===== config.mk =====
export PLATFORM = sky130hd
export DESIGN_NAME = dragonTop
export DESIGN_NICKNAME = d
export VERILOG_FILES = /design/src/common/dragonPkg.sv /design/src/hw/frameTimer.sv /design/src/hw/lfsrRng.sv /design/src/dragon/dragonSpawnFsm.sv /design/src/dragon/dragonMover.sv /design/src/hw/dragonTop.sv
export SDC_FILE = /design/constraint.sdc
export NUM_CORES = 1
export LEC_CHECK = 0
export BUFFER_PORTS_ARGS = -buffer_cell sky130_fd_sc_hd__buf_4
export CAP_MARGIN = 10
export CORE_ASPECT_RATIO = 0.5
export CORE_MARGIN = 2
export CORE_UTILIZATION = 50
export DETAILED_ROUTE_END_ITERATION = 6
export HOLD_SLACK_MARGIN = 0.05
export PLACE_DENSITY = 0.67
export SYNTH_ARGS = -nofsm -noshare
export SYNTH_HDL_FRONTEND = slang
export SYNTH_HIERARCHICAL = 1
export SYNTH_SLANG_ARGS = --single-unit

===== constraint.sdc =====
create_clock -name clk -period 8.7 [get_ports clk]
set_input_delay 0.435 -clock clk [delete_from_list [all_inputs] [get_ports clk]]
set_output_delay 0.435 -clock clk [all_outputs]
set_load 0.05 [all_outputs]

===== src/common/dragonPkg.sv =====
package dragonPkg;

	// frame pacing shortened for simulation
	localparam int FRAME_CYCLES = 16;
	localparam int FRAME_CNT_W = $clog2(FRAME_CYCLES);

	// widths of the fixed-point, pixel and random values
	localparam int FIX_W = 32;
	localparam int PIX_W = 11;
	localparam int RND_W = 12;

	// position carries 6 fractional bits
	localparam int FIXED_SHIFT = 6;

	localparam int START_X = 680;
	localparam int START_Y = 60;

	// per-frame steps in 1/64 pixel
	localparam int X_SPEED = -120;
	localparam int Y_SPEED = 70;

	// vertical band the dragon bounces in
	localparam int Y_MIN = 20;
	localparam int Y_MAX = 180;

	// dragon is gone once it reaches this column
	localparam int EXIT_X = -50;

	// open windows on the random sum
	localparam int SPAWN_LO = 600;
	localparam int SPAWN_HI = 640;
	localparam int FLIP_LO = 300;
	localparam int FLIP_HI = 600;

	localparam int RAND_COUNT = 10;
	localparam int RAND_IDX_W = $clog2(RAND_COUNT);
	localparam logic [PIX_W-1:0] RAND_SEED = 11'h2c5;
	localparam logic [RAND_COUNT-1:0][PIX_W-1:0] RAND_OFFSETS = {
		11'd6, 11'd501, 11'd80, 11'd100, 11'd140,
		11'd18, 11'd44, 11'd340, 11'd210, 11'd277
	};

	typedef enum logic {
		sIdle,
		sFlying
	} dragonStateT;

	typedef struct packed {
		logic signed [PIX_W-1:0] x;
		logic signed [PIX_W-1:0] y;
		logic flying;
	} dragonPosT;

endpackage


===== src/hw/frameTimer.sv =====
`timescale 1ns/10ps

module frameTimer import dragonPkg::*; (
	input logic clk,
	input logic resetN,
	output logic frameTick
);

	logic [FRAME_CNT_W-1:0] cycleCnt;
	logic wrap;

	assign wrap = (cycleCnt == FRAME_CNT_W'(FRAME_CYCLES - 1));

	// tick is registered, so it shows one cycle after the wrap count
	always_ff @(posedge clk or negedge resetN) begin
		if (!resetN) begin
			cycleCnt <= '0;
			frameTick <= 1'b0;
		end else begin
			frameTick <= wrap;
			if (wrap) begin
				cycleCnt <= '0;
			end else begin
				cycleCnt <= cycleCnt + 1'b1;
			end
		end
	end

endmodule


===== src/hw/lfsrRng.sv =====
`timescale 1ns/10ps

module lfsrRng import dragonPkg::*; (
	input logic clk,
	input logic resetN,
	input logic frameTick,
	output logic [RND_W-1:0] rndSum
);

	logic [PIX_W-1:0] lfsr;
	logic [RAND_IDX_W-1:0] offsetIdx;
	logic feedback;
	logic lastIdx;

	// taps of the maximal-length x^11 + x^9 + 1 polynomial
	assign feedback = lfsr[PIX_W-1] ^ lfsr[PIX_W-3];

	assign lastIdx = (offsetIdx == RAND_IDX_W'(RAND_COUNT - 1));

	always_ff @(posedge clk or negedge resetN) begin
		if (!resetN) begin
			lfsr <= RAND_SEED;
			offsetIdx <= '0;
		end else if (frameTick) begin
			lfsr <= {lfsr[PIX_W-2:0], feedback};
			if (lastIdx) begin
				offsetIdx <= '0;
			end else begin
				offsetIdx <= offsetIdx + 1'b1;
			end
		end
	end

	// table offset breaks up the plain LFSR pattern
	assign rndSum = RND_W'(lfsr) + RND_W'(RAND_OFFSETS[offsetIdx]);

endmodule


===== src/dragon/dragonSpawnFsm.sv =====
`timescale 1ns/10ps

module dragonSpawnFsm import dragonPkg::*; (
	input logic clk,
	input logic resetN,
	input logic frameTick,
	input logic [RND_W-1:0] rndSum,
	input dragonPosT pos,
	output logic flying
);

	dragonStateT state;
	dragonStateT stateNext;
	logic spawnHit;
	logic exitHit;

	// release only inside the open spawn window
	assign spawnHit = (rndSum > SPAWN_LO) && (rndSum < SPAWN_HI);

	// last report reached the left edge
	assign exitHit = (pos.x <= EXIT_X);

	always_comb begin
		stateNext = state;
		if (frameTick) begin
			unique case (state)
				sIdle: begin
					if (spawnHit) begin
						stateNext = sFlying;
					end
				end
				sFlying: begin
					if (exitHit) begin
						stateNext = sIdle;
					end
				end
				default: begin
					stateNext = sIdle;
				end
			endcase
		end
	end

	always_ff @(posedge clk or negedge resetN) begin
		if (!resetN) begin
			state <= sIdle;
		end else begin
			state <= stateNext;
		end
	end

	assign flying = (state == sFlying);

endmodule


===== src/dragon/dragonMover.sv =====
`timescale 1ns/10ps

module dragonMover import dragonPkg::*; (
	input logic clk,
	input logic resetN,
	input logic frameTick,
	input logic flying,
	input logic pause,
	input logic [RND_W-1:0] rndSum,
	input logic posReady,
	output dragonPosT pos,
	output logic posValid
);

	logic signed [FIX_W-1:0] xFix;
	logic signed [FIX_W-1:0] yFix;
	logic signed [FIX_W-1:0] ySpeed;
	logic signed [FIX_W-1:0] ySpeedNext;
	logic signed [PIX_W-1:0] xPix;
	logic signed [PIX_W-1:0] yPix;
	logic reportFlying;
	logic accept;
	logic leaving;
	logic flipHit;

	// pixel view of the fixed-point position
	assign xPix = PIX_W'(xFix >>> FIXED_SHIFT);
	assign yPix = PIX_W'(yFix >>> FIXED_SHIFT);

	// a tick is dropped while the previous report still waits
	assign accept = frameTick && (!posValid || posReady);

	// exit frame goes back to start on the same tick the FSM returns to idle
	assign leaving = flying && (xPix <= EXIT_X);

	assign flipHit = (rndSum > FLIP_LO) && (rndSum < FLIP_HI);

	// bounce off the band edges and flip at random inside it
	always_comb begin
		ySpeedNext = ySpeed;
		if (yPix < Y_MIN) begin
			ySpeedNext = Y_SPEED;
		end else if (yPix > Y_MAX) begin
			ySpeedNext = -Y_SPEED;
		end else if (flipHit) begin
			ySpeedNext = -ySpeed;
		end
	end

	always_ff @(posedge clk or negedge resetN) begin
		if (!resetN) begin
			xFix <= START_X <<< FIXED_SHIFT;
			yFix <= START_Y <<< FIXED_SHIFT;
			ySpeed <= Y_SPEED;
			reportFlying <= 1'b0;
		end else if (accept) begin
			if (!flying || leaving) begin
				xFix <= START_X <<< FIXED_SHIFT;
				yFix <= START_Y <<< FIXED_SHIFT;
				ySpeed <= Y_SPEED;
				reportFlying <= 1'b0;
			end else if (!pause) begin
				ySpeed <= ySpeedNext;
				xFix <= xFix + X_SPEED;
				yFix <= yFix + ySpeedNext;
				reportFlying <= 1'b1;
			end else begin
				// paused in flight so the same spot is reported again
				reportFlying <= 1'b1;
			end
		end
	end

	// report handshake
	always_ff @(posedge clk or negedge resetN) begin
		if (!resetN) begin
			posValid <= 1'b0;
		end else if (accept) begin
			posValid <= 1'b1;
		end else if (posReady) begin
			posValid <= 1'b0;
		end
	end

	// registers only move on an accepted tick, so pos holds under back-pressure
	assign pos = '{x: xPix, y: yPix, flying: reportFlying};

endmodule


===== src/hw/dragonTop.sv =====
`timescale 1ns/10ps

module dragonTop import dragonPkg::*; (
	input logic clk,
	input logic resetN,
	input logic pause,
	input logic posReady,
	output dragonPosT pos,
	output logic posValid
);

	logic frameTick;
	logic [RND_W-1:0] rndSum;
	logic flying;

	frameTimer i_frameTimer (
		.clk(clk),
		.resetN(resetN),
		.frameTick(frameTick)
	);

	lfsrRng i_lfsrRng (
		.clk(clk),
		.resetN(resetN),
		.frameTick(frameTick),
		.rndSum(rndSum)
	);

	// exit test reads back the reported position
	dragonSpawnFsm i_dragonSpawnFsm (
		.clk(clk),
		.resetN(resetN),
		.frameTick(frameTick),
		.rndSum(rndSum),
		.pos(pos),
		.flying(flying)
	);

	dragonMover i_dragonMover (
		.clk(clk),
		.resetN(resetN),
		.frameTick(frameTick),
		.flying(flying),
		.pause(pause),
		.rndSum(rndSum),
		.posReady(posReady),
		.pos(pos),
		.posValid(posValid)
	);

endmodule


==> results.toml, run 1 <==
[synthesis]
async_flop_share = 1.00
yosys-top-cells-area = "dfrtp_1 (26%), dfstp_2 (8.0%), ha_1 (7.9%)"
synth_top_area_cell = "dfrtp_1"
synth_seq_cells = 71
avgSynthCellArea_sq_um = 9.02
ys_types = 80
yosysWarnings = 6
synth_edf_count = 0
synth_cells = 582
synth_top_flop_cell = "dfrtp_1"
synth_top_area_frac = 0.262
netlist_area_sq_um = 5250
ys_seq_area_frac = 0.342
syn_nets = 621

[worst_setup_path]
cpPeakStageDelay_ps = 630
reg2reg_slack_ps = 1510
crit_start = "i_lfsrRng/offsetIdx[0]"
cp_num_buf_inv = 1
r2r-start = "i_lfsrRng/offsetIdx[0]"
slowest_stage = "o311ai_1"
cp_top_family = "compound AO/OA/AOI/OAI gates"
cp_num_cells = 29
arrival_ps = 7440
start_kind = "flip-flop"
cpMostUsedCell = "nand2_1"
crit_type = "reg2reg"
rr_endpoint = "i_dragonMover/yFix[14]"
ff2ff_path_depth = 29
end_kind = "flip-flop"
crit_end = "i_dragonMover/yFix[14]"
crit_required_ps = 8940
crit_path_max_fanout = 13

[pwr]
p_per_area_nw_per_um2 = 129
power.leakage_uw = 0.00260
finalPower_uw = 738
max-vdd-ir-drop_v = 0.0000873

[sta]
min_period_ps = 7190
whs_ps = 239
setup_violations = 0
slew_headroom = 0.375
rsz0062_at_grt = "no"
tns_ps = 0
final.period_utilization = 0.827
hold_viol = 0
fmax_ghz = 0.139
report.final.slew_viol_count = 0
worst_pin_slew_ps = 937
finClkSkew_ps = 11.7

[die]
dieArea_sq_um = 11400
dieWidth_um = 149
die_h_um = 76.5
num_rows = 26
initial_core_util = 0.514
design.core.area_sq_um = 10200
io_pins = 28

[clocking]
cts_hold_buffers = 0
ctsLongestPathBuffers = 2
cts_tree = "built"
htree_levels = 3
path_clk_slew_ps = 60
cts.sinks = 71
cts_buffers = 9
clk_latency_ps = 340
clockRootBuffer = "clkbuf_16"
post_cts_buffers = 0
ctsResizeCount = 0

[grt]
antenna_found_initial = 0
grt_pass1_wl_um = 19900
grt-ovfl-total = 0
grt_usage = 0.216
grt_max_degree = 72
grt_pass1_vias = 4097

[finish]
drive_gt1_frac = 0.169
seqCellArea_sq_um = 1800
final_common_cell = "nand2_1"
nets = 620
fill_cells = 920
num_antenna_cells = 0
multi_input_area_sq_um = 3160
mostFrequentLayoutCells = "nand2_1 (57), dfrtp_1 (55), nor2_1 (38), a21oi_1 (36)"
area_growth_pct = 9.17

[route]
post-route-drc-count = 0
wl_per_cell_um = 16.2
avgViaCountPerCell = 5.91
vias = 4291
drtAntennaViolNets = 0
drtIter0Drc = 264
dr.pass1.iters = 5
routed_wl_um = 11700

[job]
cap_viol_max_count = 0

[placed_design]
numPortBuffers = 27
dp_hpwl_um = 8190
gp_congestion = 0.860

[hold_path]
min_path_type = "in2async"

[status]
status = "complete, no violations"
## final cells by class
class                   instances  area share
clock inverters                 7      0.0170
repair buffers                 30      0.0393
well taps                     140      0.0306
multi-input cells             454       0.551
flip-flops and latches         71       0.313
inverters                      15     0.00982
clock buffers                   9      0.0393
## synth_stat cells, drive strengths merged, types with 6 or more instances
| cell type | count |
|---|---|
| nor2 | 39 |
| ha | 33 |
| mux2 | 9 |
| and3 | 12 |
| xor2 | 20 |
| o21ai | 39 |
| o31ai | 8 |
| nand4 | 7 |
| nand3b | 6 |
| clkbuf | 17 |
| nor3 | 20 |
| o21a | 6 |
| a31oi | 9 |
| dfstp | 16 |
| nand2b | 8 |
| xnor2 | 20 |
| dfrtp | 55 |
| a22o | 14 |
| buf | 25 |
| a21o | 9 |
| nand2 | 57 |
| inv | 15 |
| o211ai | 7 |
| a21oi | 36 |
| nand3 | 16 |
## per-layer routing
metal	wire length, um	GRT usage	vias up
met5	0	0	-
met4	146	0.0610	0
met3	474	0.0527	14
met2	5200	0.329	84
met1	5920	0.305	2063
li1	-	-	2130
## where the power goes
group / leakage [uW] / switching, uW / internal [uW]
sequential: 0.000917 / 0.000537 / 331
clock: 0.000152 / 148 / 251
combinational: 0.00153 / 6.98 / 1.00
total: 0.00260 / 155 / 583
## worst reg2reg max path: cells and delay by family (launching register included)
kind,cells,cell delay [ps]
AOI/OAI and AO/OA,13,3170
xor gates and xnor gates,2,300
buffers and inverters,1,130
and+or+nand+nor,10,2070
DFF,1,450
adders and majority gates,3,1000
## registers in the layout (all words and copies together), names as in the netlist
signal / count
i_frameTimer/frameTick: 1
i_dragonMover/posValid: 1
i_dragonMover/ySpeed: 17
i_lfsrRng/lfsr: 11
i_lfsrRng/offsetIdx: 4
i_dragonMover/reportFlying: 1
i_dragonSpawnFsm/flying: 1
i_dragonMover/yFix: 17
i_frameTimer/cycleCnt: 4
i_dragonMover/xFix: 14
## cell families (layout without fill, tap and decap cells)
| family | count (synthesis) | in the layout | synth area share |
|---|---|---|---|
| buffers and inverters | 57 | 61 | 0.0572 |
| flip-flops | 71 | 71 | 0.342 |
| XOR/XNOR | 40 | 40 | 0.0667 |
| multiplexers | 11 | 11 | 0.0231 |
| AND/OR/NAND/NOR | 197 | 197 | 0.194 |
| adder cells (fa/ha/maj) | 35 | 35 | 0.0863 |
| AO/OA/AOI/OAI | 171 | 171 | 0.231 |
## how the worst min path moves through the flow
stage / to / slack, ps / cells past startpoint
3_5_place_dp: i_frameTimer/cycleCnt[0] / 470 / 1
2_1_floorplan: i_dragonMover/posValid / 140 / 0
5_1_grt: i_frameTimer/cycleCnt[2] / 330 / 1
4_1_cts: i_frameTimer/cycleCnt[3] / 280 / 1
6_report: i_frameTimer/cycleCnt[2] / 240 / 1
3_3_place_gp: i_frameTimer/cycleCnt[0] / 460 / 1
## per-stage QoR
stage / cell area [sq um] / std cells / setup WS, ps / util
floorplan: 5250 / 582 / 2450 / -
global placement: 5410 / 710 / 1760 / 0.530
detailed placement: 5410 / 710 / 1580 / 0.530
CTS: 5730 / 726 / 1540 / 0.561
global route: 5730 / 726 / 843 / 0.561
finish: 5730 / 726 / 1510 / 0.561
No activity file was read; power rests on OpenSTA's default activity.
==> inputs of run 2 (changes only) <==
- clock period: 8.7 -> 7.3 ns (I/O delays scaled with it)
==> results.toml, run 2 (same netlist as run 1, synthesis figures left out) <==
[route]
drtIter0Drc = 245
vias = 4336
post-route-drc-count = 0
wl_per_cell_um = 16.3
routed_wl_um = 11900
dr.pass1.iters = 5
drtAntennaViolNets = 0
avgViaCountPerCell = 5.94

[clocking]
cts_tree = "built"
ctsLongestPathBuffers = 2
cts.sinks = 71
path_clk_slew_ps = 60
htree_levels = 3
cts_buffers = 9
clockRootBuffer = "clkbuf_16"
clk_latency_ps = 340

[finish]
final_cells = 730
final_common_cell = "nand2_1"
reg_top3 = "i_dragonMover/yFix (17), i_dragonMover/ySpeed (17), i_dragonMover/xFix (14)"
num_antenna_cells = 0
mostFrequentLayoutCells = "nand2_1 (57), dfrtp_1 (55), nor2_1 (37), a21oi_1 (36), buf_4 (34)"
drive_gt1_frac = 0.176
nets = 624
area_growth_pct = 9.86

[sta]
tns_ps = 0
setup_ws_ps = 415
hold_viol = 0
min_period_ps = 6880
fmax_ghz = 0.145
worst_pin_slew_ps = 916
finClkSkew_ps = 7.63
whs_ps = 165
setup_violations = 0
slew_headroom = 0.389
rsz0062_at_grt = "no"
final.period_utilization = 0.943
report.final.slew_viol_count = 0

[die]
dieArea_sq_um = 11400
initial_core_util = 0.514
design.core.area_sq_um = 10200
die_h_um = 76.5
num_rows = 26
io_pins = 28
dieWidth_um = 149

[placed_design]
placed_cells = 710
dp_hpwl_um = 8240
numPortBuffers = 27
dp_worst_setup_slack_ps = 45.7
gp_congestion = 0.868

[grt]
antenna_found_initial = 0
grt_pass1_vias = 4155
grt_max_degree = 72
grt-ovfl-total = 0
grt_usage = 0.220
grt_pass1_wl_um = 20400

[worst_setup_path]
crit_required_ps = 7520
cpPeakStageDelay_ps = 470
slowest_stage = "or4_1"
crit_path_max_fanout = 9
start_kind = "flip-flop"
arrival_ps = 7110
cp_num_buf_inv = 1
crit_type = "reg2reg"
end_kind = "flip-flop"
cp_top_family = "compound AO/OA/AOI/OAI gates"

[pwr]
max-vdd-ir-drop_v = 0.000102
p_per_area_nw_per_um2 = 148
power.leakage_uw = 0.00263

[status]
status = "complete, no violations"

[hold_path]
min_path_type = "in2async"

[job]
cap_viol_max_count = 0
run 2: worst paths after layout:
check                                           endpoint  depth (start not counted)                     start  slack, ps
worst min register to register  i_frameTimer/cycleCnt[0]                          1  i_frameTimer/cycleCnt[0]        480
worst max-delay path              i_dragonMover/yFix[13]                         27    i_lfsrRng/offsetIdx[0]        420
max in group asynchronous        i_dragonMover/ySpeed[0]                          1                    resetN       6540
worst max register to register    i_dragonMover/yFix[13]                         27    i_lfsrRng/offsetIdx[0]        420
min in group clk                  i_dragonMover/posValid                          3                  posReady        370
worst min-delay path              i_dragonMover/xFix[10]                          1                    resetN        160
run 2: where the power goes:
part / internal [uW] / switching (uW) / total [uW]
logic: 1.19 / 8.06 / 9.25
registers: 394 / 0.000640 / 394
clock network: 275 / 174 / 449
total: 670 / 182 / 852
run 2: cell type report:
| type | instances | area, sq um |
|---|---|---|
| inverter | 15 | 56.3 |
| clock buffer | 11 | 243 |
| multi-input combinational | 454 | 3190 |
| timing repair buffer | 34 | 255 |
| sequential | 71 | 1800 |
| clock inverter | 5 | 57.6 |
| fill | 910 | 4450 |
| tap | 140 | 175 |
run 2: stage by stage:
step,instance area [sq um],utilization,power (uW)
4_1_cts,5710,0.559,865
5_1_grt,5770,0.565,886
3_5_place_dp,5410,0.530,411
6_report,5770,0.565,852
3_3_place_gp,5410,0.530,411
2_1_floorplan,5250,-,401
run 2: repair_timing:
item                                    in CTS  in global routing
setup buffers                                0                  4
pin swaps                                    0                  2
endpoints found under the setup margin       1                  7
resized for setup                            1                  4
hold buffers                                 0                  0
run 2: layer usage:
layer	up-vias	share of wire	track usage
met5	-	0	0
met2	94	0.45	0.343
met4	0	0.0067	0.0524
li1	2145	-	-
met1	2087	0.50	0.310
met3	10	0.038	0.0509
